$ cat src/hdl/fetch_pkg.sv
package fetch_pkg;

   localparam int ADDR_W       = 32;
   localparam int LG_CL_BYTES  = 4;
   localparam int WORDS_PER_CL = 4;

   typedef logic [ADDR_W-1:0] addr_t;
   typedef logic [31:0]       insn_word_t;

   // word 0 sits in the low 32 bits
   typedef insn_word_t [WORDS_PER_CL-1:0] cache_line_t;

   // control-flow class, filled in at refill time
   typedef enum logic [3:0]
   {
      NOT_CFLOW      = 4'd0,
      IS_COND_BR     = 4'd1,
      IS_L_COND_BR   = 4'd2,
      IS_J           = 4'd3,
      IS_JAL         = 4'd4,
      IS_JR          = 4'd5,
      IS_JALR        = 4'd6,
      IS_BR          = 4'd7,
      IS_BR_AND_LINK = 4'd8
   } jump_t;

   typedef enum logic [2:0]
   {
      IDLE              = 3'd0,
      ACTIVE            = 3'd1,
      INJECT_RELOAD     = 3'd2,
      RELOAD_TURNAROUND = 3'd3,
      FLUSH_CACHE       = 3'd4,
      WAIT_FOR_NOT_FULL = 3'd5
   } fetch_state_t;

   typedef struct packed
   {
      insn_word_t data;
      addr_t      pc;
      addr_t      pred_target; // next pc the front end followed
      logic       pred;
   } fetch_entry_t;

endpackage

$ cat src/hdl/fetch_queue.sv
`timescale 1ns/1ps

module fetch_queue
#(
   parameter int LG_FQ_ENTRIES = 3
)
(
   input  logic                    clk,
   input  logic                    reset,
   input  logic                    push,
   input  fetch_pkg::fetch_entry_t push_entry,
   input  logic                    clear,
   output logic                    full,
   output fetch_pkg::fetch_entry_t insn,
   output logic                    insn_valid,
   input  logic                    insn_ack
);

   localparam int N_ENTRIES = 1 << LG_FQ_ENTRIES;

   typedef logic [LG_FQ_ENTRIES:0] fq_ptr_t; // extra wrap bit

   fetch_pkg::fetch_entry_t r_fq [N_ENTRIES];
   fq_ptr_t r_head;
   fq_ptr_t r_tail;

   always_ff @(posedge clk)
   begin
      if (push)
         r_fq[r_tail[LG_FQ_ENTRIES-1:0]] <= push_entry;
   end

   always_ff @(posedge clk)
   begin
      if (reset || clear)
      begin
         r_head <= '0;
         r_tail <= '0;
      end
      else
      begin
         if (push)
            r_tail <= r_tail + 1'b1;
         if (insn_ack)
            r_head <= r_head + 1'b1;
      end
   end

   assign insn_valid = (r_head != r_tail);
   assign full       = (r_head[LG_FQ_ENTRIES-1:0] == r_tail[LG_FQ_ENTRIES-1:0]) &&
                       (r_head[LG_FQ_ENTRIES] != r_tail[LG_FQ_ENTRIES]);
   assign insn       = r_fq[r_head[LG_FQ_ENTRIES-1:0]];

endmodule

$ cat config.mk
export PLATFORM = sky130hd
export DESIGN_NAME = fetch_queue
export DESIGN_NICKNAME = d
export VERILOG_FILES = /design/src/hdl/fetch_pkg.sv /design/src/hdl/fetch_queue.sv
export SDC_FILE = /design/constraint.sdc
export NUM_CORES = 1
export LEC_CHECK = 0
export BUFFER_PORTS_ARGS = -buffer_cell sky130_fd_sc_hd__buf_2
export CORE_ASPECT_RATIO = 0.8
export CORE_MARGIN = 3
export CORE_UTILIZATION = 54
export CTS_CLUSTER_DIAMETER = 40
export DETAILED_ROUTE_END_ITERATION = 8
export GPL_TIMING_DRIVEN = 0
export MAX_ROUTING_LAYER = met4
export PLACE_DENSITY_LB_ADDON = 0.3
export SETUP_SLACK_MARGIN = 0.3
export SLEW_MARGIN = 20
export SYNTH_ARGS = -nofsm -noshare
export SYNTH_HDL_FRONTEND = slang
export SYNTH_SLANG_ARGS = --single-unit
$ cat constraint.sdc
create_clock -name clk -period 7.87 [get_ports clk]
set_clock_uncertainty 0.05 [all_clocks]
set_input_delay 1.1805 -clock clk [delete_from_list [all_inputs] [get_ports clk]]
set_output_delay 1.1805 -clock clk [all_outputs]
set_load 0.005 [all_outputs]
==> results.py <==
metrics = {
    "timing": {
        "final_max_slew_viol_count": 0,
        "finalSetupViolations": 0,
        "grt_setup_unrepaired": "false",
        "worst_slew_pin_slew_ns": 0.9481,
        "fin_crit_ns": 4.414,
        "hold_viol": 0,
        "fmax_mhz": 226.6,
        "fin_tns_setup_ns": 0,
        "final.period_utilization": 0.5608,
        "max_slew_margin": 0.3680,
    },
    "setup_path": {
        "critical_path_depth": 6,
        "r2r_end": "r_fq[4][72]",
        "cp_slowest_cell": "clkbuf_1",
        "worstRegToRegCells": 8,
        "cp-end-kind": "output port",
        "rr_startpoint": "r_tail[2]",
        "endpoint": "insn[87]",
        "r2r_slack_ns": 5.19,
        "startpoint_type": "register",
        "cp.arrival_ns": 3.18,
        "slowest_delay_ns": 0.73,
        "crit_chain": "buf_2 > clkbuf_1 > buf_2 > mux4_2 > mux2_2 > buf_2",
        "required_ns": 6.64,
        "cp_top_family": "buffers and inverters",
        "timing_worst_setup_path_type": "reg -> out",
        "cp_num_buf_inv": 4,
        "crit_top_cell": "buf_2",
        "path_max_fanout": 10,
    },
    "global_route": {
        "grt_pass1_vias": 14400,
        "grt_use_met3": 0.05300,
        "overflow": 0,
        "grt_pass1_wl_um": 90560,
        "grt.total_usage": 0.2209,
        "grt_util_met1": 0.3020,
        "antenna_found_initial": 11,
        "grt_use_met2": 0.3384,
        "grt-busiest-layer": "met2",
        "grt_max_degree": 22,
    },
    "pwr": {
        "irDropWorstVdd_mv": 0.1846,
        "leakagePower_nw": 11.49,
        "cellPowerDensity_nw_per_um2": 256.3,
    },
    "logic_synthesis": {
        "netlist-cell-type-count": 22,
        "seq_area_frac_synth": 0.7944,
        "synth_area_per_cell_sq_um": 25.12,
        "yosys_register_bits": 787,
        "syn_inst": 1179,
        "yosysWarnings": 0,
        "synth_fp_nets": 1283,
        "synth_area_sq_um": 29610,
    },
    "floorplanning": {
        "die_x_um": 267.8,
        "core-area_sq_um": 54010,
        "die_h_um": 215.4,
        "die_area_sq_um": 57700,
        "start_util": 0.5482,
        "rows": 76,
        "num_io_pins": 201,
    },
    "hold_path": {
        "min_path_type": "reg -> reg",
        "hold_start": "r_tail[3]",
    },
    "route": {
        "vias": 13510,
        "drc": 0,
        "post_drt_wl_per_cell_um": 25.87,
        "via_per_inst": 5.845,
        "routed_wl_um": 59800,
        "drt-pass1-iter-count": 5,
        "drtIter0Drc": 1366,
        "antenna_left": 0,
    },
    "layout": {
        "nNetsFinal": 1625,
        "fin_area_sq_um": 35700,
        "area_growth_pct": 20.55,
        "final_util": 0.6609,
        "drive_gt1_frac": 0.4542,
    },
    "clocking": {
        "cts_setup_buffers": 0,
        "holdBufCountCts": 0,
        "cts_sinks": 787,
        "cts_buffer_depth": 3,
        "h-tree-depth": 3,
        "cts_resized": 0,
        "cts_tree": "done",
        "clkLatencyLatePin_ns": 0.61,
        "path_clk_slew_ns": 0.06,
        "cts_buffers": 88,
        "cts-root-buf": "clkbuf_16",
    },
    "job": {
        "maxCapViolCount": 0,
    },
    "placement": {
        "dpl_cell_area_sq_um": 32680,
        "io_buffer_count": 200,
        "place_hpwl_um": 37460,
        "gp_congestion": 0.7231,
    },
    "outcome": {
        "status": "finished clean",
    },
}
-- worst min path at each step --
stage                           end  slack [ns]  cells past startpoint
after CTS                 r_tail[3]        0.46                      2
after floorplan           r_tail[3]        0.42                      2
after detailed placement  r_tail[3]        0.45                      2
final                     r_tail[3]        0.47                      2
after global routing      r_tail[3]        0.50                      2
after global placement    r_tail[3]        0.44                      2
-- cell families after synthesis --
kind of cell / synth area share
flip-flops: 0.7944
multiplexers: 0.1851
buffers and inverters: 0.01230
AND/OR/NAND/NOR: 0.004479
XOR/XNOR: 0.002366
AO/OA/AOI/OAI: 0.0005069
adder cells (fa/ha/maj): 0.0008450
-- registers in the layout, summed over array words and instances (netlist names), named ones only --
name    cells
r_fq      776
r_head      4
r_tail      4
-- synth_stat cells, drive strengths merged --
cell / count / share of area
a21oi: 2 / 0.00034
buf: 32 / 0.0091
clkbuf: 25 / 0.0032
dfxtp: 11 / 0.0074
edfxtp: 776 / 0.79
ha: 2 / 0.00084
mux2: 97 / 0.037
mux2i: 2 / 0.00068
mux4: 194 / 0.15
nand2: 4 / 0.00051
nand2b: 4 / 0.00084
nand3: 1 / 0.00017
nand4: 2 / 0.00042
nor2: 14 / 0.0018
nor3: 2 / 0.00034
o21ai: 1 / 0.00017
or2: 1 / 0.00021
or3: 1 / 0.00021
xnor2: 5 / 0.0015
xor2: 3 / 0.00089
-- tightest hold or removal path: cells and delay by family, from the launching register on --
kind	cells	cell delay [ns]
flops	1	0.32
compound gates	2	0.14
-- metrics by stage --
| step | hold slack (ns) | cells | setup slack, ns | power, W |
|---|---|---|---|---|
| floorplan | 0.4205 | 1179 | 1.894 | 0.004955 |
| global placement | 0.4394 | 2081 | -2.386 | 0.005117 |
| global route | 0.5014 | 2307 | 3.338 | 0.009434 |
| detailed placement | 0.4527 | 2133 | 4.117 | 0.005139 |
| finish | 0.4694 | 2312 | 3.456 | 0.009147 |
| CTS | 0.4642 | 2296 | 3.385 | 0.009229 |
-- layer usage --
metal | share of wire | wire, um
met1 | 0.42 | 25290
met2 | 0.49 | 29160
met3 | 0.068 | 4074
met4 | 0.022 | 1286
met5 | 0 | 0
-- placed cells by master (no fill, tap or decap), types with 2 or more instances in the layout --
cell	count
inv_8	2
buf_12	11
buf_16	24
inv_6	8
mux2_2	97
xor2_1	3
bufinv_16	8
ha_1	2
nand2b_1	4
clkbuf_1	36
edfxtp_1	776
buf_1	2
clkinv_4	9
nand2_1	4
xnor2_1	5
nor2_4	6
clkinv_8	3
mux4_2	194
mux2i_1	2
clkinv_1	10
clkinv_2	11
buf_6	23
dfxtp_1	11
nor2_1	8
a21oi_1	2
buf_8	12
nor3_4	2
diode_2	16
clkinvlp_4	8
buf_2	212
nand4_1	2
clkbuf_16	93
-- layout make-up --
type	instances	area, sq um
Sequential cell	787	23520
Fill cell	3371	18320
Multi-Input combinational cell	335	5792
Clock buffer	104	2369
Timing Repair Buffer	252	2118
Tap cell	702	878.3
Clock inverter	59	613.1
Buffer	57	364.1
Antenna cell	16	40.04
-- report_power, final --
part           total, W  switching [W]  internal, W
registers       0.00467      0.0000117      0.00466
logic          0.000379       0.000190     0.000189
clock network   0.00410        0.00165      0.00245
Power figures use the tool's default switching activity.
