<file path="config.mk">
export PLATFORM = sky130hd
export DESIGN_NAME = fetch_ctrl
export DESIGN_NICKNAME = d
export VERILOG_FILES = /design/src/hdl/fetch_pkg.sv /design/src/hdl/fetch_ctrl.sv
export SDC_FILE = /design/constraint.sdc
export NUM_CORES = 1
export LEC_CHECK = 0
export BUFFER_PORTS_ARGS = -buffer_cell sky130_fd_sc_hd__buf_2
export CAP_MARGIN = 25
export CORE_MARGIN = 1.5
export CORE_UTILIZATION = 45
export DETAILED_ROUTE_END_ITERATION = 10
export GPL_TIMING_DRIVEN = 0
export HOLD_SLACK_MARGIN = 0.08
export PLACE_DENSITY_LB_ADDON = 0.15
export SETUP_SLACK_MARGIN = 0.5
export SYNTH_ARGS = -nofsm -noshare
export SYNTH_HDL_FRONTEND = slang
export SYNTH_SLANG_ARGS = --single-unit
</file>
<file path="constraint.sdc">
create_clock -name clk -period 3.5 [get_ports clk]
set_input_delay 0.175 -clock clk [delete_from_list [all_inputs] [get_ports clk]]
set_output_delay 0.175 -clock clk [all_outputs]
set_load 0.03 [all_outputs]
</file>
<file path="src/hdl/fetch_pkg.sv">
package fetch_pkg;

   localparam int ADDR_W       = 32;
   localparam int LG_CL_BYTES  = 4;
   localparam int WORDS_PER_CL = 4;

   typedef logic [ADDR_W-1:0] addr_t;
   typedef logic [31:0]       insn_word_t;

   // word 0 sits in the low 32 bits
   typedef insn_word_t [WORDS_PER_CL-1:0] cache_line_t;

   // control-flow class, filled in at refill time
   typedef enum logic [3:0]
   {
      NOT_CFLOW      = 4'd0,
      IS_COND_BR     = 4'd1,
      IS_L_COND_BR   = 4'd2,
      IS_J           = 4'd3,
      IS_JAL         = 4'd4,
      IS_JR          = 4'd5,
      IS_JALR        = 4'd6,
      IS_BR          = 4'd7,
      IS_BR_AND_LINK = 4'd8
   } jump_t;

   typedef enum logic [2:0]
   {
      IDLE              = 3'd0,
      ACTIVE            = 3'd1,
      INJECT_RELOAD     = 3'd2,
      RELOAD_TURNAROUND = 3'd3,
      FLUSH_CACHE       = 3'd4,
      WAIT_FOR_NOT_FULL = 3'd5
   } fetch_state_t;

   typedef struct packed
   {
      insn_word_t data;
      addr_t      pc;
      addr_t      pred_target; // next pc the front end followed
      logic       pred;
   } fetch_entry_t;

endpackage

</file>
<file path="src/hdl/fetch_ctrl.sv">
`timescale 1ns/1ps

module fetch_ctrl
(
   input  logic                    clk,
   input  logic                    reset,
   input  logic                    restart_valid,
   input  fetch_pkg::addr_t        restart_pc,
   output logic                    restart_ack,
   input  logic                    flush_req,
   output logic                    flush_complete,
   output logic                    rd_en,
   output fetch_pkg::addr_t        rd_pc,
   input  logic                    hit,
   input  fetch_pkg::insn_word_t   rd_word,
   input  fetch_pkg::jump_t        rd_class,
   output logic                    miss_valid,
   output fetch_pkg::addr_t        miss_pc,
   input  logic                    fill_valid,
   output logic                    flush_start,
   input  logic                    flush_done,
   input  logic                    full,
   output logic                    push,
   output fetch_pkg::fetch_entry_t push_entry,
   output logic                    clear
);

   fetch_pkg::fetch_state_t r_state, n_state;
   fetch_pkg::addr_t r_pc, n_pc;             // next pc to read
   fetch_pkg::addr_t r_cache_pc, n_cache_pc; // pc of the read in flight
   fetch_pkg::addr_t r_miss_pc, n_miss_pc;
   fetch_pkg::addr_t r_restart_pc, t_restart_pc;
   fetch_pkg::addr_t t_target, t_simm_sh;
   logic r_req, n_req;
   logic r_delay_slot, n_delay_slot;
   logic r_restart_req, n_restart_req;
   logic r_flush_req, n_flush_req;
   logic r_restart_ack, n_restart_ack;
   logic r_flush_complete, n_flush_complete;
   logic t_take;

   // static target and direction of the word that just came back
   always_comb
   begin
      t_simm_sh = {{14{rd_word[15]}}, rd_word[15:0], 2'b00};
      t_target  = r_cache_pc + 32'd4 + t_simm_sh;
      if (rd_class == fetch_pkg::IS_J || rd_class == fetch_pkg::IS_JAL)
         t_target = {r_cache_pc[31:28], rd_word[25:0], 2'b00};
      t_take = !r_delay_slot &&
               (rd_class == fetch_pkg::IS_J || rd_class == fetch_pkg::IS_JAL ||
                rd_class == fetch_pkg::IS_BR || rd_class == fetch_pkg::IS_L_COND_BR ||
                (rd_class == fetch_pkg::IS_BR_AND_LINK && rd_word[25:21] == 5'd0));
      push_entry.data        = rd_word;
      push_entry.pc          = r_cache_pc;
      push_entry.pred        = t_take;
      push_entry.pred_target = t_take ? t_target : r_pc; // r_pc is the target after a slot
   end

   always_comb
   begin
      n_state          = r_state;
      n_pc             = r_pc;
      n_cache_pc       = r_cache_pc;
      n_miss_pc        = r_miss_pc;
      n_req            = 1'b0;
      n_delay_slot     = r_delay_slot;
      n_restart_req    = r_restart_req | restart_valid;
      n_flush_req      = r_flush_req | flush_req;
      n_restart_ack    = 1'b0;
      n_flush_complete = 1'b0;
      t_restart_pc     = restart_valid ? restart_pc : r_restart_pc;
      miss_valid       = 1'b0;
      flush_start      = 1'b0;
      push             = 1'b0;
      clear            = 1'b0;
      if (r_state == fetch_pkg::ACTIVE)
      begin
         n_cache_pc = r_pc; // keep streaming
         n_req      = 1'b1;
         n_pc       = r_pc + 32'd4;
      end
      case (r_state)
         fetch_pkg::IDLE, fetch_pkg::ACTIVE, fetch_pkg::RELOAD_TURNAROUND,
         fetch_pkg::WAIT_FOR_NOT_FULL:
         begin
            if (n_flush_req)
            begin
               n_flush_req  = 1'b0;
               n_req        = 1'b0;
               n_delay_slot = 1'b0;
               flush_start  = 1'b1;
               clear        = 1'b1;
               n_state      = fetch_pkg::FLUSH_CACHE;
            end
            else if (n_restart_req)
            begin
               n_restart_req = 1'b0;
               n_restart_ack = 1'b1;
               n_req         = 1'b0;
               n_delay_slot  = 1'b0;
               n_pc          = t_restart_pc;
               clear         = 1'b1;
               n_state       = fetch_pkg::ACTIVE;
            end
            else if (r_state == fetch_pkg::RELOAD_TURNAROUND ||
                     (r_state == fetch_pkg::WAIT_FOR_NOT_FULL && !full))
            begin
               n_cache_pc = r_miss_pc; // re-read the line that stalled
               n_req      = 1'b1;
               n_state    = fetch_pkg::ACTIVE;
            end
            else if (r_state == fetch_pkg::ACTIVE && r_req && !hit)
            begin
               miss_valid = 1'b1;
               n_miss_pc  = r_cache_pc;
               n_pc       = r_pc;
               n_req      = 1'b0;
               n_state    = fetch_pkg::INJECT_RELOAD;
            end
            else if (r_state == fetch_pkg::ACTIVE && hit && full)
            begin
               n_miss_pc = r_cache_pc;
               n_pc      = r_pc;
               n_req     = 1'b0;
               n_state   = fetch_pkg::WAIT_FOR_NOT_FULL;
            end
            else if (r_state == fetch_pkg::ACTIVE && hit)
            begin
               push         = 1'b1;
               n_delay_slot = t_take;
               if (t_take)
                  n_pc = t_target; // slot is already being read
            end
         end
         fetch_pkg::INJECT_RELOAD:
         begin
            if (fill_valid)
               n_state = fetch_pkg::RELOAD_TURNAROUND;
         end
         fetch_pkg::FLUSH_CACHE:
         begin
            if (flush_done)
            begin
               n_flush_complete = 1'b1;
               n_state          = fetch_pkg::IDLE;
            end
         end
         default:
         begin
            n_state = fetch_pkg::IDLE;
         end
      endcase
      rd_en = n_req;
      rd_pc = n_cache_pc;
   end

   always_ff @(posedge clk)
   begin
      if (restart_valid)
         r_restart_pc <= restart_pc;
      r_miss_pc <= n_miss_pc;
   end

   always_ff @(posedge clk)
   begin
      if (reset)
      begin
         r_state          <= fetch_pkg::IDLE;
         r_pc             <= '0;
         r_cache_pc       <= '0;
         r_req            <= 1'b0;
         r_delay_slot     <= 1'b0;
         r_restart_req    <= 1'b0;
         r_flush_req      <= 1'b0;
         r_restart_ack    <= 1'b0;
         r_flush_complete <= 1'b0;
      end
      else
      begin
         r_state          <= n_state;
         r_pc             <= n_pc;
         r_cache_pc       <= n_cache_pc;
         r_req            <= n_req;
         r_delay_slot     <= n_delay_slot;
         r_restart_req    <= n_restart_req;
         r_flush_req      <= n_flush_req;
         r_restart_ack    <= n_restart_ack;
         r_flush_complete <= n_flush_complete;
      end
   end

   assign restart_ack    = r_restart_ack;
   assign flush_complete = r_flush_complete;
   assign miss_pc        = r_cache_pc;

endmodule

</file>
==> results.json <==
{
  "final_cell_count_no_fill": 1819,
  "layout_nets": 1666,
  "via_count_of_the_first_global_routing_pass": 9506,
  "synth.largest_area_cell": "sky130_fd_sc_hd__dfxtp_1",
  "area_delta_synth_final_pct": 40.59,
  "crit_path_start_kind": "flip-flop",
  "totalNegativeSetupSlack_ps": -1835,
  "count_of_buffers_inserted_at_the_top_level_ports": 236,
  "synth_area_leaders": "sky130_fd_sc_hd__dfxtp_1 (22%), sky130_fd_sc_hd__edfxtp_1 (10%), sky130_fd_sc_hd__ha_1 (7.5%), sky130_fd_sc_hd__nand2_1 (7.0%), sky130_fd_sc_hd__buf_4 (5.1%)",
  "preCtsSetupSlack_ps": -284.7,
  "clock-skew-final_ps": 11.84,
  "hpwl_mm": 27.58,
  "netlist-cell-type-count": 84,
  "fillerInstances": 1747,
  "netlist_instances": 1189,
  "path_common_cell": "sky130_fd_sc_hd__a31oi_4",
  "worstHoldPathType": "input pin to flip-flop",
  "setup_ws_ps": -429.1,
  "first_iter_violations": 982,
  "timing.final.max_slew_violations": 0,
  "start_util_pct": 45.88,
  "ys_dominant_reg_cell": "sky130_fd_sc_hd__dfxtp_1",
  "die_h_um": 149.4,
  "number_of_instances_in_the_placed_design": 1702,
  "async_flop_share_pct": 0,
  "fp.dieW_um": 149.4,
  "synthDominantCellAreaShare_pct": 21.79,
  "cellLeakagePower_nw": 6.097,
  "first_pass_grt_wire_length_mm": 55.15,
  "placeableCoreArea_um2": 21020,
  "post_synth_edffs": 32,
  "criticalPathCategory": "flip-flop to primary output",
  "drtPass1Iterations": 5,
  "critPathBufInv": 1,
  "core.rowCount": 53,
  "timing.critical_path.slowest_stage_cell": "sky130_fd_sc_hd__a221o_1",
  "ctsLongestPathBuffers": 2,
  "worst_skew_pair_latency_ps": 440,
  "global_route_usage_over_all_layers_pct": 32.96,
  "share_comb_of_total_power_pct": 31.2,
  "max_cap_viol_count": 0,
  "power_per_cell_area_nw_per_um2": 409.7,
  "worst_path_largest_cell_delay_ps": 400,
  "yosysWarningCount": 0,
  "postSynthAreaPerCell_um2": 8.112,
  "floorplan.die_area_um2": 22320,
  "power_frac_clock_pct": 36.3,
  "route.detailed.vias_per_inst": 5.815,
  "layout_commonest_cell": "sky130_fd_sc_hd__buf_2",
  "unrepaired_setup_endpoints_after_global_routing": "true",
  "clk_pin_slew_ps": 70,
  "synth-seq-cells": 137,
  "max_slew_margin_pct": 39.91,
  "cts.htree.levels": 4,
  "cp_max_fo": 3,
  "cts_made_buffers": 17,
  "grt_max_degree": 37,
  "cts.sinks": 137,
  "hold_viol": 0,
  "fin_worst_hold_slack_ps": 107.4,
  "grt_antenna_before_repair": 0,
  "io_pins": 244,
  "synth_area_um2": 9646,
  "finalCritPeriodShare_pct": 112.3,
  "power.share.sequential_pct": 32.6,
  "finalSetupViolCount": 13,
  "drive_above_1_share_pct": 38.34,
  "power_mw": 5.556,
  "clock_tree_from_tritoncts": "done",
  "power_switching_mw": 1.974,
  "maxClockFrequency_mhz": 254.5,
  "timing.critical_path.to_type": "primary output",
  "mostFrequentLayoutCells": "sky130_fd_sc_hd__buf_2 (224), sky130_fd_sc_hd__nand2_1 (174), sky130_fd_sc_hd__buf_4 (116)",
  "global_route.overflow_total": 0,
  "drc_errors": 0,
  "postRouteWirelength_mm": 38.25,
  "cp_cell_sequence": "ha_4, ha_4, fa_2, a21o_1, a221o_1, a31oi_4, nor3_4, o31ai_4, a31oi_4, xnor2_2, or3_4, a31oi_4, buf_6",
  "cts_root_buffer": "sky130_fd_sc_hd__clkbuf_16",
  "internal_power_mw": 3.582,
  "antennaDiodeCount": 0,
  "status": "finished with violations",
  "power_switching_share_pct": 35.53,
  "critical_path_arrival_ps": 3750,
  "synth.net_count": 1324,
  "gpl.final_weighted_congestion": 0.9254,
  "violations": "setup timing",
  "vdd_ir_drop_max_mv": 0.3078,
  "timing.final.crit_period_ps": 3929,
  "detailroute.via_count": 10577,
  "worst-slew-pin-transition_ps": 901.4,
  "ant_nets": 0,
  "route.detailed.wl_per_inst_um": 21.03,
  "timing.critical_path.required_ps": 3320,
  "synth_sequential_area_ratio_pct": 31.76,
  "path_delay_family": "compound AO/OA/AOI/OAI gates"
}
## Yosys cell counts, types with 10 or more instances
library cell,count
sky130_fd_sc_hd__nand2_1,180
sky130_fd_sc_hd__and3_1,10
sky130_fd_sc_hd__clkbuf_1,50
sky130_fd_sc_hd__and2_1,43
sky130_fd_sc_hd__a31oi_1,40
sky130_fd_sc_hd__o21ai_0,71
sky130_fd_sc_hd__nand2b_1,10
sky130_fd_sc_hd__edfxtp_1,32
sky130_fd_sc_hd__nor2_1,97
sky130_fd_sc_hd__mux2_2,32
sky130_fd_sc_hd__ha_1,58
sky130_fd_sc_hd__nand4_1,18
sky130_fd_sc_hd__buf_2,11
sky130_fd_sc_hd__a21oi_1,72
sky130_fd_sc_hd__inv_1,15
sky130_fd_sc_hd__nor3_1,21
sky130_fd_sc_hd__mux2i_1,15
sky130_fd_sc_hd__nand3_1,19
sky130_fd_sc_hd__o21ai_1,17
sky130_fd_sc_hd__buf_4,66
sky130_fd_sc_hd__dfxtp_1,105
sky130_fd_sc_hd__xor2_1,18
sky130_fd_sc_hd__a21o_1,21
sky130_fd_sc_hd__xnor2_1,21
## routing by layer
metal / share of wire [%] / global-route usage (%) / wire length [um]
met1: 44 / 46.35 / 16960
met2: 44 / 51.61 / 16970
met3: 8.0 / 4.740 / 3076
met4: 3.2 / 10.89 / 1235
met5: 0 / 0 / 0
## what timing repair did
action | in CTS | in global routing
endpoints found under the setup margin | 77 | 75
hold endpoints to repair | 33 | 0
hold buffers | 33 | 0
setup buffers | 29 | 23
gates resized for setup | 113 | 114
pin swaps | 47 | 40
## cell families after synthesis
family	count (synthesis)	synth area share (%)
and+or+nand+nor	445	22.27
AOI/OAI and AO/OA	310	20.70
buffers and inverters	152	8.704
DFF	137	31.76
adders and majority gates	59	7.731
muxes	47	5.293
xor gates and xnor gates	39	3.541
## through the flow
| stage | util [%] | instance area (um2) |
|---|---|---|
| detailed placement | 53.85 | 11320 |
| global route | 64.51 | 13560 |
| CTS | 61.66 | 12960 |
| finish | 64.51 | 13560 |
| global placement | 53.72 | 11290 |
| floorplan | - | 9768 |
## registers in the layout, indices dropped and copies added (netlist names), 3 cells and up
register / cells
r_restart_pc: 32
r_state: 3
r_miss_pc: 32
r_pc: 32
miss_pc: 32
## worst reg2reg max path, stage by stage, from the launching register on
cell and delay (ps):
sky130_fd_sc_hd__dfxtp_4 350, sky130_fd_sc_hd__ha_4 220, sky130_fd_sc_hd__ha_4 160, sky130_fd_sc_hd__fa_2 340, sky130_fd_sc_hd__a21o_1 220, sky130_fd_sc_hd__a221o_1 400
sky130_fd_sc_hd__a31oi_4 240, sky130_fd_sc_hd__nor3_4 80, sky130_fd_sc_hd__buf_4 150, sky130_fd_sc_hd__buf_6 110, sky130_fd_sc_hd__nor3_4 190, sky130_fd_sc_hd__o22ai_2 140
sky130_fd_sc_hd__mux2i_2 290, sky130_fd_sc_hd__buf_4 170, sky130_fd_sc_hd__buf_6 80, sky130_fd_sc_hd__a21oi_2 40, sky130_fd_sc_hd__o21a_1 200
## power groups by stage
stage | Combinational [mW] | Sequential, mW | Clock, mW
2_1_floorplan | 0.976 | 1.84 | 0
4_1_cts | 1.59 | 1.81 | 2.03
3_5_place_dp | 1.44 | 1.84 | 0
6_report | 1.73 | 1.81 | 2.01
5_1_grt | 1.83 | 1.82 | 2.10
3_3_place_gp | 1.44 | 1.84 | 0
## cell type report
cell class	count	area, um2	area share (%)
flip-flops and latches	137	3093	22.81
repair buffers	323	2074	15.30
clock buffers	17	425.4	3.137
inverters	16	62.56	0.4613
clock inverters	15	211.5	1.559
multi-input cells	900	6523	48.10
plain buffers	136	827.0	6.099
well taps	275	344.1	2.537
## worst paths after layout
check                           startpoint  slack, ps                       end  cells past startpoint
setup / recovery     miss_pc[3]$_SDFF_PP0_       -430            push_entry[32]                     13
setup reg to reg     miss_pc[3]$_SDFF_PP0_         10     r_pc[29]$_SDFFE_PP0P_                     16
hold reg to reg   r_restart_pc[21]$_DFF_P_        480  r_restart_pc[21]$_DFF_P_                      1
hold / removal                   flush_req        110    r_flush_req$_SDFF_PP0_                      3
Note: power is estimated with default switching activity, not from simulation.
