**config.mk**
```make
export PLATFORM = sky130hd
export DESIGN_NAME = insn_predecode
export DESIGN_NICKNAME = d
export VERILOG_FILES = /design/src/hdl/fetch_pkg.sv /design/src/hdl/insn_predecode.sv
export SDC_FILE = /design/constraint.sdc
export NUM_CORES = 1
export LEC_CHECK = 0
export BUFFER_PORTS_ARGS = -buffer_cell sky130_fd_sc_hd__buf_2
export CAP_MARGIN = 20
export CORE_AREA = 2 2 39 41
export DETAILED_ROUTE_END_ITERATION = 12
export DIE_AREA = 0 0 41 43
export SYNTH_ARGS = -nofsm -noshare
export SYNTH_HDL_FRONTEND = slang
export SYNTH_SLANG_ARGS = --single-unit
```
**constraint.sdc**
```tcl
create_clock -name vclk -period 2.4
set_clock_uncertainty 0.1 [all_clocks]
set_input_delay 0.36 -clock vclk [all_inputs]
set_output_delay 0.36 -clock vclk [all_outputs]
set_load 0.05 [all_outputs]
```
**src/hdl/fetch_pkg.sv**
```systemverilog
package fetch_pkg;

   localparam int ADDR_W       = 32;
   localparam int LG_CL_BYTES  = 4;
   localparam int WORDS_PER_CL = 4;

   typedef logic [ADDR_W-1:0] addr_t;
   typedef logic [31:0]       insn_word_t;

   // word 0 sits in the low 32 bits
   typedef insn_word_t [WORDS_PER_CL-1:0] cache_line_t;

   // control-flow class, filled in at refill time
   typedef enum logic [3:0]
   {
      NOT_CFLOW      = 4'd0,
      IS_COND_BR     = 4'd1,
      IS_L_COND_BR   = 4'd2,
      IS_J           = 4'd3,
      IS_JAL         = 4'd4,
      IS_JR          = 4'd5,
      IS_JALR        = 4'd6,
      IS_BR          = 4'd7,
      IS_BR_AND_LINK = 4'd8
   } jump_t;

   typedef enum logic [2:0]
   {
      IDLE              = 3'd0,
      ACTIVE            = 3'd1,
      INJECT_RELOAD     = 3'd2,
      RELOAD_TURNAROUND = 3'd3,
      FLUSH_CACHE       = 3'd4,
      WAIT_FOR_NOT_FULL = 3'd5
   } fetch_state_t;

   typedef struct packed
   {
      insn_word_t data;
      addr_t      pc;
      addr_t      pred_target; // next pc the front end followed
      logic       pred;
   } fetch_entry_t;

endpackage

```
**src/hdl/insn_predecode.sv**
```systemverilog
`timescale 1ns/1ps

module insn_predecode
(
   input  fetch_pkg::insn_word_t word,
   output fetch_pkg::jump_t      cls
);

   logic [5:0] opcode;
   logic [4:0] rs;
   logic [4:0] rt;
   logic [5:0] funct;

   assign opcode = word[31:26];
   assign rs     = word[25:21];
   assign rt     = word[20:16];
   assign funct  = word[5:0];

   always_comb
   begin
      cls = fetch_pkg::NOT_CFLOW;
      case (opcode)
         6'd0: // special
         begin
            if (funct == 6'd8)
               cls = fetch_pkg::IS_JR;
            else if (funct == 6'd9)
               cls = fetch_pkg::IS_JALR;
         end
         6'd1: // regimm, decoded on rt
         begin
            case (rt)
               5'd0, 5'd1: cls = fetch_pkg::IS_COND_BR;
               5'd2, 5'd3: cls = fetch_pkg::IS_L_COND_BR;
               5'd17:      cls = fetch_pkg::IS_BR_AND_LINK; // bgezal, bal when rs is 0
               default:    cls = fetch_pkg::NOT_CFLOW;
            endcase
         end
         6'd2: cls = fetch_pkg::IS_J;
         6'd3: cls = fetch_pkg::IS_JAL;
         6'd4: // beq r0,r0 always goes
         begin
            cls = (rs == 5'd0 && rt == 5'd0) ? fetch_pkg::IS_BR : fetch_pkg::IS_COND_BR;
         end
         6'd5, 6'd6, 6'd7: cls = fetch_pkg::IS_COND_BR; // bne blez bgtz
         6'd17: // cop1 branches
         begin
            if (rs == 5'd8)
            begin
               cls = word[17] ? fetch_pkg::IS_L_COND_BR : fetch_pkg::IS_COND_BR;
            end
         end
         6'd20, 6'd21, 6'd22, 6'd23: cls = fetch_pkg::IS_L_COND_BR; // likely forms
         default: cls = fetch_pkg::NOT_CFLOW;
      endcase
   end

endmodule

```
==> results.py, run 1 <==
metrics = {
    "global_route": {
        "gr-total-overflow": 0,
        "grt_pass1_wl_um": 1260,
        "antenna_found_initial": 0,
        "first_global_vias": 290,
        "grt_max_degree": 8,
        "grt_usage": 0.0949,
    },
    "pwr": {
        "switching_share": 0.544,
        "power_density_mw_per_mm2": 118,
        "leakage_uw": 0.000161,
        "power.share.clock": 0,
        "p_seq_frac": 0,
        "comb_power_share": 1.000,
        "p_int_uw": 20.1,
        "p_sw_uw": 24.0,
        "ir_worst_vdd_mv": 0.0395,
    },
    "sta": {
        "setup_slack_ns": 0.137,
        "worst_pin_slew_ns": 0.505,
        "hold_slack_ns": 1.02,
        "rsz0062_at_grt": "no",
        "fmax_mhz": 442,
        "min_period_ns": 2.26,
        "finalCritPeriodShare": 0.943,
        "maxSlewViolCount": 0,
        "hold_viol": 0,
        "slew_headroom": 0.660,
        "setup_violations": 0,
    },
    "finish": {
        "flops_and_latches": 0,
        "final_nets": 89,
        "drive_above_1_share": 0.600,
        "clock_buffers": 0,
        "seq_area_um2": 0,
        "multi_input_area_um2": 219,
        "diodes": 0,
        "nFillCells": 168,
        "area_growth_pct": 97.4,
        "postLayoutCoreUtil": 0.269,
        "design_area_um2": 373,
    },
    "setup_path": {
        "cp_num_cells": 6,
        "crit_top_cell": "buf_2",
        "critPathMaxFanout": 7,
        "critical_path_buf_inv_count": 2,
        "path_cells": "buf_2 -> or4_4 -> nor3b_2 -> a41oi_2 -> o211ai_1 -> buf_2",
        "worst_setup_path_end_kind": "primary output",
        "critical-path-max-stage-delay_ns": 0.54,
        "crit_arrival_ns": 1.80,
        "crit_family": "simple AND/OR/NAND/NOR gates",
        "crit_type": "primary input to primary output",
        "critPathLaunch": "word[27]",
        "cp-start-kind": "primary input",
        "crit_end": "cls[1]",
        "crit_path_top_delay_cell": "or4_4",
        "cp.required_ns": 1.94,
    },
    "routing": {
        "first_pass_iters": 4,
        "drc": 0,
        "final_antenna_net_count": 0,
        "finalWirelength_um": 753,
        "dr.first_iter.drc_count": 7,
        "vias_per_cell": 4.97,
        "num_vias": 353,
        "wl_per_cell_um": 10.6,
    },
    "clock_network": {
        "postCtsHoldBufs": 0,
        "cts_setup_buffers": 0,
    },
    "logic_synthesis": {
        "synthesis.area_um2": 189,
        "syn-num-nets": 61,
        "avgSynthCellArea_um2": 6.51,
        "syn-instance-count": 29,
        "synth.distinct_cells": 22,
        "ys_seq_area_frac": 0,
        "yosysWarnings": 0,
    },
    "floorplanning": {
        "fp.dieArea_mm2": 0.00176,
        "pin_count": 36,
        "core_area_mm2": 0.00138,
        "chipWidth_um": 41,
        "start_util": 0.137,
        "die_h_um": 43,
        "row_count": 14,
    },
    "job": {
        "maxCapViolCount": 0,
    },
    "outcome": {
        "status": "finished clean",
    },
    "placed_design": {
        "place_area_um2": 368,
        "hpwlAfterDp_um": 679,
        "globalplace.congestion": 0.772,
        "port_buffers": 26,
        "place_ws_ns": 0.0878,
    },
    "worst_hold_path": {
        "hold_class": "primary input to primary output",
    },
}
what timing repair did:
item / 4_1_cts / 5_1_grt
setup endpoints to repair: 0 / 1
hold endpoints to repair: 0 / 0
resized for setup: 0 / 1
per-stage QoR:
stage	std cells	power (uW)	TNS (ns)
final	71	44.1	0
after global routing	71	48.6	0
after detailed placement	71	43.8	0
after global placement	71	43.0	0
after floorplan	29	15.3	-0.00728
after CTS	71	44.0	0
power by group through the flow:
stage | Combinational (uW) | Clock (uW) | Sequential (uW)
detailed placement | 43.8 | 0 | 0
floorplan | 15.3 | 0 | 0
global route | 48.6 | 0 | 0
finish | 44.1 | 0 | 0
global placement | 43.0 | 0 | 0
CTS | 44.0 | 0 | 0
how the worst min path moves through the flow:
stage | startpoint | end | slack (ns) | cells after the start
6_report | word[17] | cls[0] | 1.02 | 3
5_1_grt | word[30] | cls[3] | 1.04 | 3
4_1_cts | word[0] | cls[0] | 1.02 | 3
3_5_place_dp | word[0] | cls[0] | 1.02 | 3
3_3_place_gp | word[16] | cls[3] | 1.03 | 4
2_1_floorplan | word[27] | cls[3] | 0.72 | 1
placed cells by master, fill, tap and decap left out:
master,synthesis,layout
buf_2,0,26
nand2_1,4,4
nor3_1,3,2
nor4_1,3,2
inv_1,1,1
or3_1,1,1
nor3_2,0,1
nor4b_2,1,1
or4_4,0,1
nor3b_2,0,1
a41oi_2,0,1
nand2b_1,1,1
nand4_1,1,1
nor2_1,1,1
and4b_1,1,1
or4b_1,1,1
a211oi_1,1,1
a31oi_1,1,1
o211ai_1,1,1
nand4b_1,1,1
nand3_1,1,1
nor2b_1,1,1
o21ai_0,1,1
o221ai_2,0,1
nor4_2,0,1
final cells by class:
type                            instances  share of cell area
Multi-Input combinational cell         28               0.587
Tap cell                               16              0.0537
Inverter                                1              0.0101
Timing Repair Buffer                   26               0.349
cells in the mapped netlist:
cell,count,share of area
nor4b_2,1,0.079
nor2_1,1,0.020
inv_1,1,0.020
nor3b_1,1,0.040
a211oi_1,1,0.040
o21ai_0,1,0.026
nor2b_1,1,0.033
a31oi_1,1,0.033
and4b_1,1,0.053
nand2_1,4,0.079
nor3_1,3,0.079
or4b_1,1,0.053
nor4_1,3,0.099
nand2b_1,1,0.033
nand4b_1,1,0.046
or4_1,1,0.040
nand4_1,1,0.033
nand3_1,1,0.026
a41oi_1,1,0.046
o211ai_1,1,0.040
or3_1,1,0.033
o221ai_1,1,0.046
logic make-up (layout without fill, tap and decap cells):
family | Yosys count | count (layout) | share of synthesized area
buf+inv | 1 | 27 | 0.0198
simple gates | 22 | 22 | 0.748
compound gates | 6 | 6 | 0.232
per-layer routing:
layer,global-route usage,part of all wire
met5,0,0
met4,0,0
met3,0.00524,0.078
met2,0.147,0.50
met1,0.149,0.42
No activity file was read; power rests on OpenSTA's default activity.
==> run 2: changes to the inputs <==
==> constraint.sdc (replaced) <==
create_clock -name vclk -period 2.4
set_clock_uncertainty 0.1 [all_clocks]
set_input_delay 0.24 -clock vclk [all_inputs]
set_output_delay 0.24 -clock vclk [all_outputs]
set_load 0.05 [all_outputs]
==> results.py, run 2 (synthesis gave the netlist of run 1 again) <==
metrics = {
    "outcome": {
        "status": "finished clean",
    },
    "finish": {
        "mostFrequentLayoutCells": "buf_2, nand2_1, nor3_1",
        "area_growth_pct": 82.8,
        "instances_no_fill": 71,
        "postLayoutCoreUtil": 0.250,
        "diodes": 0,
        "drive_above_1_share": 0.509,
        "seq_area_um2": 0,
        "final_nets": 89,
        "nFillCells": 163,
        "flops_and_latches": 0,
        "multi_input_area_um2": 191,
        "final_common_cell": "buf_2",
        "clock_buffers": 0,
    },
    "setup_path": {
        "crit_path_top_delay_cell": "or4_1",
        "crit_top_cell": "buf_2",
        "worst_setup_path_end_kind": "primary output",
        "crit_arrival_ns": 1.69,
        "cp.required_ns": 2.06,
        "cp_num_cells": 6,
        "cp-start-kind": "primary input",
        "crit_type": "primary input to primary output",
        "crit_family": "simple AND/OR/NAND/NOR gates",
        "critical_path_buf_inv_count": 2,
        "critical-path-max-stage-delay_ns": 0.52,
        "path_cells": "buf_2 -> or4_1 -> nor3b_1 -> a41oi_1 -> o221ai_1 -> buf_2",
        "critPathMaxFanout": 7,
    },
    "routing": {
        "finalWirelength_um": 707,
        "dr.first_iter.drc_count": 3,
        "drc": 0,
        "final_antenna_net_count": 0,
        "first_pass_iters": 2,
        "vias_per_cell": 4.70,
        "wl_per_cell_um": 9.96,
        "num_vias": 334,
    },
    "clock_network": {
        "postCtsResizedCells": 0,
        "cts_setup_buffers": 0,
        "postCtsHoldBufs": 0,
    },
    "placed_design": {
        "hpwlAfterDp_um": 631,
        "port_buffers": 26,
        "globalplace.congestion": 0.758,
        "dp.cells": 71,
    },
    "global_route": {
        "grt_max_degree": 8,
        "first_global_vias": 287,
        "antenna_found_initial": 0,
        "grt_pass1_wl_um": 1110,
        "gr-total-overflow": 0,
        "grt_usage": 0.0839,
    },
    "sta": {
        "finalCritPeriodShare": 0.845,
        "fin_tns_setup_ns": 0,
        "rsz0062_at_grt": "no",
        "slew_headroom": 0.699,
        "worst_pin_slew_ns": 0.448,
        "hold_viol": 0,
        "min_period_ns": 2.03,
        "maxSlewViolCount": 0,
        "setup_violations": 0,
        "fmax_mhz": 493,
    },
    "job": {
        "maxCapViolCount": 0,
    },
    "worst_hold_path": {
        "min_path_cells": 3,
        "hold_class": "primary input to primary output",
    },
    "pwr": {
        "leakage_uw": 0.000157,
        "power_density_mw_per_mm2": 119,
        "ir_worst_vdd_mv": 0.0454,
    },
    "floorplanning": {
        "die_h_um": 43,
        "core_area_mm2": 0.00138,
        "row_count": 14,
        "chipWidth_um": 41,
        "pin_count": 36,
        "fp.dieArea_mm2": 0.00176,
        "start_util": 0.137,
    },
}
[run 2: final timing paths]
kind	from	slack (ns)	endpoint
setup / recovery	word[27]	0.37	cls[0]
hold / removal	word[30]	0.78	cls[3]
[run 2: report_power, final]
| part | leakage [uW] | switching [uW] | internal [uW] |
|---|---|---|---|
| Combinational | 0.000157 | 21.9 | 19.3 |
| Clock | 0 | 0 | 0 |
| Sequential | 0 | 0 | 0 |
| Total | 0.000157 | 21.9 | 19.3 |
[run 2: stage by stage]
step / total power (uW) / cell area (um2) / setup slack [ns] / hold WS [ns]
finish: 41.2 / 345 / 0.373 / 0.782
global route: 45.6 / 345 / 0.230 / 0.803
CTS: 41.5 / 345 / 0.368 / 0.784
detailed placement: 41.3 / 345 / 0.384 / 0.782
global placement: 40.8 / 345 / 0.364 / 0.779
floorplan: 14.3 / 195 / 0.180 / 0.485
[run 2: layer usage]
metal	global-route usage	share of wire	vias to the layer above
met4	0	0	0
met3	0	0.11	0
li1	-	-	179
met5	0	0	-
met2	0.141	0.45	17
met1	0.123	0.44	138
[run 2: worst min-delay path, cell delays in order]
cell and delay [ns]:
buf_2 0.14, nor4_2 0.06, buf_2 0.20
[run 2: area by class of cell]
class	instances	share of cell area
well taps	16	0.0580
multi-input cells	28	0.554
repair buffers	26	0.377
inverters	1	0.0109
==> run 3: changes to the inputs <==
==> constraint.sdc (replaced) <==
create_clock -name vclk -period 2.05
set_clock_uncertainty 0.1 [all_clocks]
set_input_delay 0.205 -clock vclk [all_inputs]
set_output_delay 0.205 -clock vclk [all_outputs]
set_load 0.05 [all_outputs]
==> results.py, run 3 (synthesis gave the netlist of run 1 again) <==
metrics = {
    "sta": {
        "worst_pin_slew_ns": 0.512,
        "maxSlewViolCount": 0,
        "fin_tns_setup_ns": 0,
        "hold_viol": 0,
        "slew_headroom": 0.656,
        "min_period_ns": 1.92,
        "rsz0062_at_grt": "no",
        "finalCritPeriodShare": 0.938,
        "fmax_mhz": 520,
        "hold_slack_ns": 0.711,
        "setup_violations": 0,
    },
    "routing": {
        "final_antenna_net_count": 0,
        "num_vias": 342,
        "vias_per_cell": 4.75,
        "finalWirelength_um": 773,
        "drc": 0,
        "first_pass_iters": 1,
        "wl_per_cell_um": 10.7,
        "dr.first_iter.drc_count": 0,
    },
    "clock_network": {
        "postCtsHoldBufs": 0,
    },
    "finish": {
        "seq_area_um2": 0,
        "area_growth_pct": 103,
        "multi_input_area_um2": 219,
        "clock_buffers": 0,
        "drive_above_1_share": 0.607,
        "final_nets": 90,
        "mostFrequentLayoutCells": "buf_2, nand2_1, nor3_1, nor4_1, buf_4",
        "nFillCells": 169,
        "flops_and_latches": 0,
        "diodes": 0,
        "final_common_cell": "buf_2",
    },
    "floorplanning": {
        "chipWidth_um": 41,
        "die_h_um": 43,
        "core_area_mm2": 0.00138,
        "row_count": 14,
        "pin_count": 36,
        "start_util": 0.137,
        "fp.dieArea_mm2": 0.00176,
    },
    "setup_path": {
        "crit_type": "primary input to primary output",
        "path_cells": "buf_2 -> or4_4 -> nor3b_2 -> a41oi_2 -> o221ai_2 -> buf_2",
        "cp-start-kind": "primary input",
        "critPathMaxFanout": 7,
        "crit_arrival_ns": 1.62,
        "crit_path_top_delay_cell": "or4_4",
        "worst_setup_path_end_kind": "primary output",
        "cp.required_ns": 1.75,
        "crit_top_cell": "buf_2",
        "critical-path-max-stage-delay_ns": 0.53,
    },
    "global_route": {
        "grt_max_degree": 8,
        "grt_pass1_wl_um": 1210,
        "grt_usage": 0.0909,
        "antenna_found_initial": 0,
        "gr-total-overflow": 0,
        "first_global_vias": 303,
    },
    "job": {
        "maxCapViolCount": 0,
    },
    "pwr": {
        "power_density_mw_per_mm2": 140,
        "leakage_uw": 0.000166,
        "ir_worst_vdd_mv": 0.0466,
    },
    "placed_design": {
        "globalplace.congestion": 0.767,
        "hpwlAfterDp_um": 701,
        "port_buffers": 26,
    },
    "outcome": {
        "status": "finished clean",
    },
    "worst_hold_path": {
        "hold_class": "primary input to primary output",
    },
}
[run 3: stage by stage]
| step | cell area (um2) | util | total power, uW | worst slack, ns | cells |
|---|---|---|---|---|---|
| 6_report | 383 | 0.277 | 53.6 | 0.128 | 72 |
| 5_1_grt | 383 | 0.277 | 58.8 | 0.0324 | 72 |
| 4_1_cts | 375 | 0.271 | 53.1 | 0.0670 | 72 |
| 3_5_place_dp | 375 | 0.271 | 53.0 | 0.0712 | 72 |
| 3_3_place_gp | 375 | 0.271 | 52.1 | 0.0745 | 72 |
| 2_1_floorplan | 218 | - | 17.9 | -0.0473 | 29 |
[run 3: cell type report]
type,instances,area share
inverter,1,0.00980
multi-input combinational,28,0.572
tap,16,0.0523
timing repair buffer,27,0.366
[run 3: timing repair]
action	in CTS	in global routing
endpoints found under the setup margin	0	2
gates resized for setup	0	3
setup buffers	0	0
[run 3: worst paths after layout]
kind     start  endpoint  slack, ns  cells after the start
max   word[27]    cls[0]       0.13                      6
min   word[17]    cls[0]       0.71                      3
[run 3: report_power, final]
| group | switching, uW | internal, uW | total [uW] |
|---|---|---|---|
| Clock | 0 | 0 | 0 |
| Combinational | 28.5 | 25.2 | 53.6 |
| Sequential | 0 | 0 | 0 |
[run 3: routing by layer]
metal | track usage | vias to the layer above | routed length [um]
li1 | - | 178 | -
met1 | 0.130 | 150 | 346
met2 | 0.156 | 14 | 378
met3 | 0 | 0 | 48
met4 | 0 | 0 | 0
met5 | 0 | - | 0
[run 3: worst max-delay path, delay by kind of cell]
kind	cells	cell delay [ns]
buf+inv	2	0.42
simple gates	2	0.74
compound gates	2	0.24
