[config.mk]
export PLATFORM = sky130hd
export DESIGN_NAME = icache_refill
export DESIGN_NICKNAME = d
export VERILOG_FILES = /design/src/hdl/fetch_pkg.sv /design/src/hdl/icache_refill.sv
export SDC_FILE = /design/constraint.sdc
export NUM_CORES = 1
export LEC_CHECK = 0
export ABC_CLOCK_PERIOD_IN_PS = 800
export BUFFER_PORTS_ARGS = -buffer_cell sky130_fd_sc_hd__buf_2
export CORE_AREA = 2 2 140 142
export CTS_BUF_LIST = sky130_fd_sc_hd__clkbuf_4 sky130_fd_sc_hd__clkbuf_8
export DETAILED_ROUTE_END_ITERATION = 10
export DIE_AREA = 0 0 142 144
export GPL_TIMING_DRIVEN = 0
export PLACE_DENSITY = 0.49
export SYNTH_ARGS = -nofsm -noshare
export SYNTH_HDL_FRONTEND = slang
export SYNTH_SLANG_ARGS = --single-unit
[constraint.sdc]
create_clock -name clk -period 0.8 [get_ports clk]
set_clock_uncertainty 0.2 [all_clocks]
set_input_delay 0.12 -clock clk [delete_from_list [all_inputs] [get_ports clk]]
set_output_delay 0.12 -clock clk [all_outputs]
set_load 0.05 [all_outputs]
[src/hdl/fetch_pkg.sv]
package fetch_pkg;

   localparam int ADDR_W       = 32;
   localparam int LG_CL_BYTES  = 4;
   localparam int WORDS_PER_CL = 4;

   typedef logic [ADDR_W-1:0] addr_t;
   typedef logic [31:0]       insn_word_t;

   // word 0 sits in the low 32 bits
   typedef insn_word_t [WORDS_PER_CL-1:0] cache_line_t;

   // control-flow class, filled in at refill time
   typedef enum logic [3:0]
   {
      NOT_CFLOW      = 4'd0,
      IS_COND_BR     = 4'd1,
      IS_L_COND_BR   = 4'd2,
      IS_J           = 4'd3,
      IS_JAL         = 4'd4,
      IS_JR          = 4'd5,
      IS_JALR        = 4'd6,
      IS_BR          = 4'd7,
      IS_BR_AND_LINK = 4'd8
   } jump_t;

   typedef enum logic [2:0]
   {
      IDLE              = 3'd0,
      ACTIVE            = 3'd1,
      INJECT_RELOAD     = 3'd2,
      RELOAD_TURNAROUND = 3'd3,
      FLUSH_CACHE       = 3'd4,
      WAIT_FOR_NOT_FULL = 3'd5
   } fetch_state_t;

   typedef struct packed
   {
      insn_word_t data;
      addr_t      pc;
      addr_t      pred_target; // next pc the front end followed
      logic       pred;
   } fetch_entry_t;

endpackage

[src/hdl/icache_refill.sv]
`timescale 1ns/1ps

module icache_refill
(
   input  logic                   clk,
   input  logic                   reset,
   input  logic                   miss_valid,
   input  fetch_pkg::addr_t       miss_pc,
   output logic                   mem_req_valid,
   output fetch_pkg::addr_t       mem_req_addr,
   input  logic                   mem_rsp_valid,
   input  fetch_pkg::cache_line_t mem_rsp_load_data,
   output logic                   fill_valid,
   output fetch_pkg::addr_t       fill_addr,
   output fetch_pkg::cache_line_t fill_words
);

   logic             r_req_valid;
   fetch_pkg::addr_t r_line_addr; // line being refilled

   always_ff @(posedge clk)
   begin
      if (reset)
      begin
         r_req_valid <= 1'b0;
      end
      else
      begin
         r_req_valid <= miss_valid;
      end
   end

   always_ff @(posedge clk)
   begin
      if (miss_valid)
      begin
         r_line_addr <= {miss_pc[fetch_pkg::ADDR_W-1:fetch_pkg::LG_CL_BYTES],
                         {fetch_pkg::LG_CL_BYTES{1'b0}}};
      end
   end

   assign mem_req_valid = r_req_valid;
   assign mem_req_addr  = r_line_addr;
   assign fill_valid    = mem_rsp_valid;
   assign fill_addr     = r_line_addr;

   // memory hands back big-endian words
   always_comb
   begin
      for (int i = 0; i < fetch_pkg::WORDS_PER_CL; i++)
      begin
         fill_words[i] = {mem_rsp_load_data[i][7:0],   mem_rsp_load_data[i][15:8],
                          mem_rsp_load_data[i][23:16], mem_rsp_load_data[i][31:24]};
      end
   end

endmodule

==> results of run 1 <==
==> cell type report <==
cell class,count,area (um^2)
multi-input cells,9,43.8
well taps,238,298
clock buffers,6,76.3
repair buffers,216,1510
fillers,2085,14900
flip-flops and latches,29,862
plain buffers,165,1340
clock inverters,2,10.0
==> Yosys cell counts <==
master / n
edfxtp_1: 28
nor2b_4: 1
conb_1: 1
buf_4: 165
dfxtp_1: 1
==> repair_timing <==
action / CTS / global route
gates resized for setup: 116 / 19
endpoints found under the setup margin: 87 / 57
endpoints found under the hold margin: 29 / 29
cloned: 0 / 0
==> registers in the layout (all words and copies together) (netlist names) <==
name           count
fill_addr         28
mem_req_valid      1
==> worst paths after layout <==
check	start	to	slack [ns]	depth (start not counted)
max	fill_addr[27]	mem_req_addr[27]	-0.52	2
min	reset	mem_req_valid	-0.19	2
==> cells by family (layout without fill, tap and decap cells) <==
group                  after synthesis  after routing  synth area share [%]
buffers and inverters              165            389                  58.5
flip-flops                          29             29                  40.7
other                                1              8                 0.177
AND/OR/NAND/NOR                      1              1                 0.650
==> layer usage <==
layer  track usage [%]  vias up  part of all wire, %
met4              1.63        0                  1.3
met5                 0        -                    0
li1                  -      901                    -
met2              10.3      160                   53
met1              7.51      841                   36
met3              1.26        8                  9.0
==> power by group <==
group,internal (mW),switching (mW)
clock,0.636,0.582
combinational,1.37,2.54
sequential,1.80,0.105
==> qor.csv, run 1 <==
metric,value,unit
path_buf_inv,2,
clkSinkCount,29,
dr_total_vias,1910,
slew_violations,0,
synth_seq_cells,29,
slowest_stage,edfxtp_1,
areaGrowthSynthToFinish,95.8,%
clk_pin_slew_worst_paths,0.07,ns
drt_iter0_markers,45,
yosys-top-cells-area,"buf_4 (59%), edfxtp_1 (40%), dfxtp_1 (0.95%), nor2b_4 (0.65%), conb_1 (0.18%)",
dr.pass1.iters,4,
grt_start_max_net_pins,30,
syn_avg_cell_area,10.8,um^2
root_buffer,clkbuf_8,
setup_ws,-0.518,ns
fin_area,4150,um^2
holdWs,-0.189,ns
arrival,1.00,ns
cp_top_family,flip-flops,
period_share,165,%
ioPinCount,358,
critPathMaxStageDelay,0.44,ns
htree_num_levels,2,
port_buffers,216,
cts_buffers,5,
grt_usage,5.96,%
core_area,19100,um^2
yosysTopAreaCell,buf_4,
fin_setup_tns,-25.62,ns
crit_required,0.48,ns
setup_viol,57,
crit_fanout,2,
wl_per_cell,11.1,um
viasPerCell,2.87,
post_cts_buffers,0,
status,finished with violations,
final_common_cell,buf_2,
fin_cells,665,
clockBufferDepth,2,
path_class,register to output port,
hold_viol,29,
drv_cap,0,
failed_checks,"hold timing, setup timing",
power,7.03,mW
min_path_type,input port to register,
cts_tree,built,
drc,0,
critPathCaptureType,output port,
dpl-instance-area,3630,um^2
synth_top_area_share,58.5,%
die_width,142,um
ant_nets,0,
wl,7380,um
fin_nets,590,
dieArea,20400,um^2
initial_utilization,11.1,%
grt_pass1_wl,9140,um
fin_crit,1.32,ns
die_y,144,um
first_global_vias,1626,
dp_cells,657,
worstSetupStartpointType,register,
ys_seq_area_share,40.7,%
crit_chain,"buf_6, buf_8",
antenna_cells,0,
yosysUniqueCellTypes,5,
globalplace.congestion,0.841,
antenna_found_initial,0,
grt_setup_unrepaired,yes,
overflow,0,
place_ws,-0.467,ns
leakagePower,2.19,nW
synth_area,2120,um^2
most-common-layout-cells,"buf_2 (157), buf_4 (143), buf_6 (60), edfxtp_1 (28), buf_8 (20)",
final_layout_size_suffix_gt1_share,91.6,%
ir_drop,0.591,mV
rows,51,
power.density,1700,nW/um^2
fmax,759,MHz
yosys_warnings,0,
finalCoreUtilization,21.7,%
syn_inst,196,
No activity file was read; power rests on OpenSTA's default activity.
==> run 2, diff against run 1 <==
--- a/config.mk
+++ b/config.mk
@@ -12,7 +12,6 @@
 export DETAILED_ROUTE_END_ITERATION = 10
 export DIE_AREA = 0 0 142 144
 export GPL_TIMING_DRIVEN = 0
-export PLACE_DENSITY = 0.49
 export SYNTH_ARGS = -nofsm -noshare
 export SYNTH_HDL_FRONTEND = slang
 export SYNTH_SLANG_ARGS = --single-unit
==> qor.csv, run 2 (synthesis gave the netlist of run 1 again) <==
metric,value,unit,change
cts_buffers,5,,unchanged
areaGrowthSynthToFinish,96.2,%,was 95.8%
wl_met3,732,um,was 667 um
ioPinCount,358,,unchanged
clkSinkCount,29,,unchanged
crit_chain,"buf_6, buf_8",,unchanged
critPathCaptureType,output port,,unchanged
cp_num_cells,2,,unchanged
setup_ws,-0.561,ns,was -0.518 ns
holdWs,-0.216,ns,was -0.189 ns
final_layout_size_suffix_gt1_share,91.1,%,was 91.6%
fin_area,4150,um^2,about the same
highest_layer,met4,,unchanged
fillers,2059,,was 2085
fin_setup_tns,-26.97,ns,was -25.62 ns
status,finished with violations,,unchanged
grt_setup_unrepaired,yes,,unchanged
viasPerCell,2.86,,was 2.87
rows,51,,unchanged
arrival,1.04,ns,was 1.00 ns
slowest_stage,edfxtp_1,,unchanged
die_y,144,um,unchanged
wl,7320,um,was 7380 um
whs_path_depth,2,,unchanged
fmax,735,MHz,was 759 MHz
overflow,0,,unchanged
regArea,862,um^2,unchanged
largest_register_ffs,28,,unchanged
grt_usage,6.20,%,was 5.96%
ir_drop,0.484,mV,was 0.591 mV
drv_cap,0,,unchanged
power.density,1700,nW/um^2,about the same
initial_utilization,11.1,%,unchanged
die_width,142,um,unchanged
fin_nets,590,,unchanged
cts_tree,built,,unchanged
crit_required,0.48,ns,about the same
hold_viol,29,,unchanged
most-common-layout-cells,"buf_2 (159), buf_4 (139), buf_6 (59), edfxtp_1 (28), buf_8 (23)",,"was buf_2 (157), buf_4 (143), buf_6 (60), edfxtp_1 (28), buf_8 (20)"
root_buffer,clkbuf_8,,unchanged
ant_nets,0,,unchanged
wl_met1,2600,um,was 2670 um
wl_per_cell,11.0,um,was 11.1 um
first_global_vias,1515,,was 1626
setup_viol,57,,unchanged
grt_pass1_wl,8980,um,was 9140 um
grt_start_max_net_pins,30,,unchanged
clk_pin_slew_worst_paths,0.07,ns,about the same
port_buffers,216,,unchanged
path_class,register to output port,,unchanged
globalplace.congestion,0.857,,was 0.841
dr.pass1.iters,4,,unchanged
htree_num_levels,2,,unchanged
antenna_found_initial,0,,unchanged
finalCoreUtilization,21.8,%,was 21.7%
final_common_cell,buf_2,,unchanged
drc,0,,unchanged
slew_violations,0,,unchanged
fin_crit,1.36,ns,was 1.32 ns
critPathMaxStageDelay,0.45,ns,was 0.44 ns
clockBufferDepth,2,,unchanged
core_area,19100,um^2,unchanged
dpl-instance-area,3630,um^2,unchanged
failed_checks,"hold timing, setup timing",,unchanged
period_share,170,%,was 165%
cp_top_family,flip-flops,,unchanged
crit_fanout,2,,unchanged
leakagePower,2.19,nW,about the same
worstSetupStartpointType,register,,unchanged
dieArea,20400,um^2,unchanged
dr_total_vias,1901,,was 1910
met2WireLength,3880,um,was 3950 um
antenna_cells,0,,unchanged
path_buf_inv,2,,unchanged
multi_input_comb_area,43.8,um^2,unchanged
min_path_type,input port to register,,unchanged
drt_iter0_markers,40,,was 45
[run 2: final cells by class]
class                           instances  area share (%)
Timing Repair Buffer                  216            36.7
Buffer                                165            32.3
Sequential cell                        29            20.8
Tap cell                              238            7.17
Clock buffer                            5            1.66
Multi-Input combinational cell          9            1.05
Clock inverter                          3           0.301
[run 2: path summary, 6_finish.rpt]
kind | start | to | slack [ns]
worst min-delay path | reset | mem_req_valid | -0.22
worst max-delay path | fill_addr[7] | mem_req_addr[7] | -0.56
[run 2: stage by stage]
| step | setup WS [ns] | std cells | total power [mW] |
|---|---|---|---|
| final | -0.561 | 665 | 7.05 |
| after global routing | -0.619 | 665 | 7.38 |
| after CTS | -0.586 | 665 | 7.11 |
| after detailed placement | -0.543 | 657 | 5.45 |
| after global placement | -0.537 | 657 | 5.44 |
| after floorplan | -0.380 | 203 | 4.80 |
[run 2: layer usage]
metal	track usage, %	vias up
li1	-	902
met1	7.33	842
met4	2.37	0
met3	2.65	7
met2	9.97	150
met5	0	-
[run 2: power breakdown]
| group | switching, mW | internal (mW) | total, mW | leakage (nW) |
|---|---|---|---|---|
| logic | 2.53 | 1.38 | 3.91 | 1.87 |
| registers | 0.110 | 1.80 | 1.91 | 0.283 |
| clock network | 0.637 | 0.585 | 1.22 | 0.0430 |
| total | 3.28 | 3.77 | 7.05 | 2.19 |
[run 2: what timing repair did]
action	in CTS	in global routing
endpoints found under the setup margin	86	57
gates resized for setup	117	20
buffers inserted	0	0
endpoints found under the hold margin	29	29
==> run 3, diff against run 2 <==
--- a/config.mk
+++ b/config.mk
@@ -5,12 +5,13 @@
 export SDC_FILE = /design/constraint.sdc
 export NUM_CORES = 1
 export LEC_CHECK = 0
-export ABC_CLOCK_PERIOD_IN_PS = 800
+export ABC_CLOCK_PERIOD_IN_PS = 1500
 export BUFFER_PORTS_ARGS = -buffer_cell sky130_fd_sc_hd__buf_2
-export CORE_AREA = 2 2 140 142
+export CAP_MARGIN = 5
+export CORE_AREA = 2 2 139 141
 export CTS_BUF_LIST = sky130_fd_sc_hd__clkbuf_4 sky130_fd_sc_hd__clkbuf_8
 export DETAILED_ROUTE_END_ITERATION = 10
-export DIE_AREA = 0 0 142 144
+export DIE_AREA = 0 0 141 143
 export GPL_TIMING_DRIVEN = 0
 export SYNTH_ARGS = -nofsm -noshare
 export SYNTH_HDL_FRONTEND = slang
==> constraint.sdc (replaced) <==
create_clock -name clk -period 1.5 [get_ports clk]
set_clock_uncertainty 0.2 [all_clocks]
set_input_delay 0.225 -clock clk [delete_from_list [all_inputs] [get_ports clk]]
set_output_delay 0.225 -clock clk [all_outputs]
set_load 0.05 [all_outputs]
==> qor.csv, run 3 (synthesis gave the netlist of run 1 again) <==
metric,value,unit,change
multi_input_comb_area,43.8,um^2,unchanged
worstSetupStartpointType,register,,unchanged
cts_tree,built,,unchanged
worstMarginPinSlew,0.642,ns,
htree_num_levels,2,,unchanged
globalplace.congestion,0.749,,was 0.857
power,3.56,mW,was 7.05 mW
clkSinkCount,29,,unchanged
hold_start,miss_valid,,was reset
fin_crit,1.46,ns,
drv_cap,0,,unchanged
fin_cells,692,,was 665
min_path_type,input port to register,,unchanged
power.density,908,nW/um^2,was 1700 nW/um^2
slew_headroom,57.2,%,
viasPerCell,2.98,,was 2.86
dr_total_vias,2060,,was 1901
regArea,861,um^2,was 862 um^2
final_layout_size_suffix_gt1_share,85.6,%,was 91.1%
core_area,18600,um^2,was 19100 um^2
critPathCaptureType,output port,,unchanged
grt_setup_unrepaired,no,,was yes
root_buffer,clkbuf_8,,unchanged
dieArea,20200,um^2,was 20400 um^2
overflow,0,,unchanged
crit_required,1.07,ns,was 0.48 ns
ir_drop,0.520,mV,was 0.484 mV
leakagePower,2.14,nW,was 2.19 nW
grt_start_max_net_pins,30,,unchanged
grt_usage,7.28,%,was 6.20%
dp_cells,653,,was 657
crit_fanout,2,,unchanged
fillers,2017,,was 2059
path_class,register to output port,,unchanged
hold_path_end,fill_addr[7],,was mem_req_valid
areaGrowthSynthToFinish,85.2,%,was 96.2%
grtUsageMet3,1.78,%,was 2.65%
grt-busiest-layer,met2,,unchanged
drc,0,,unchanged
grt_use_met1,8.47,%,was 7.33%
fin_nets,620,,was 590
initial_utilization,11.4,%,was 11.1%
whs_path_depth,1,,was 2
port_buffers,216,,unchanged
wl_per_cell,12.7,um,was 11.0 um
cts_buffers,5,,unchanged
fin_setup_tns,0,ns,was -26.97 ns
die_y,143,um,was 144 um
die_width,141,um,was 142 um
grt_pass1_wl,10800,um,was 8980 um
clk_pin_slew_worst_paths,0.07,ns,about the same
wl,8770,um,was 7320 um
status,"complete, no violations",,was finished with violations
finalCoreUtilization,21.1,%,was 21.8%
first_global_vias,1894,,was 1515
largest_register_ffs,28,,unchanged
fmax,685,MHz,
hold_viol,0,,was 29
setup_viol,0,,was 57
ant_nets,0,,unchanged
period_share,97.4,%,
antenna_found_initial,1,,was 0
clockBufferDepth,2,,unchanged
hpwl,7620,um,
ioPinCount,358,,unchanged
use_met2,13.0,%,was 9.97%
dr.pass1.iters,4,,unchanged
final_common_cell,buf_2,,unchanged
most-common-layout-cells,"buf_2 (211), buf_4 (170), dlygate4sd3_1 (29), edfxtp_1 (28), conb_1 (8)",,"was buf_2 (159), buf_4 (139), buf_6 (59), edfxtp_1 (28), buf_8 (23)"
slew_violations,0,,unchanged
drt_iter0_markers,70,,was 40
arrival,1.04,ns,about the same
holdWs,0.305,ns,was -0.216 ns
rows,50,,was 51
## run 3: cell count changes in the layout (fill, tap and decap cells not counted), sizes merged
cell         delta
clkbuf          +1
clkinv          -1
dlygate4sd3    +29
buf             +1
diode           +1
## run 3: how the worst max path moves through the flow
stage	start	end	slack (ns)	cells past startpoint
after floorplan	fill_addr[10]	mem_req_addr[10]	0.17	1
after global placement	miss_valid	fill_addr[29]	0.18	1
after detailed placement	miss_valid	fill_addr[25]	0.16	1
after CTS	fill_addr[11]	mem_req_addr[11]	0.01	2
after global routing	fill_addr[18]	mem_req_addr[18]	0.0007	2
final	fill_addr[25]	mem_req_addr[25]	0.04	2
## run 3: critical path, stage by stage, from the launching register on
cell and delay (ns):
edfxtp_1 0.40, buf_4 0.16, buf_2 0.20
## run 3: what timing repair did
action	in CTS	in global routing
resized for setup	1	9
pin swaps	0	0
setup endpoints to repair	1	6
endpoints found under the hold margin	29	0
hold buffers	29	0
buffers inserted	0	1
## run 3: stage by stage
| stage | worst slack (ns) | instance area (um^2) |
|---|---|---|
| after floorplan | 0.171 | 2140 |
| after global placement | 0.175 | 3520 |
| after detailed placement | 0.158 | 3520 |
| after CTS | 0.00954 | 3900 |
| after global routing | 0.000695 | 3920 |
| final | 0.0395 | 3920 |
## run 3: final cells by class
type | count | share of cell area [%]
antenna | 1 | 0.0638
clock inverter | 2 | 0.255
sequential | 29 | 22.0
buffer | 165 | 31.6
multi-input combinational | 9 | 1.12
timing repair buffer | 246 | 35.6
tap | 234 | 7.47
clock buffer | 6 | 1.95
## run 3: power by group
group / internal, mW / switching, mW / total [mW]
Sequential: 0.961 / 0.0364 / 0.998
Combinational: 0.577 / 1.35 / 1.92
Clock: 0.339 / 0.299 / 0.638
## run 3: per-layer routing
layer  routed length [um]  vias to the layer above  part of all wire (%)
met5                    0                        -                     0
met1                 3250                      904                    37
met4                   90                        0                   1.0
met3                  905                        7                    10
li1                     -                      963                     -
met2                 4520                      186                    52
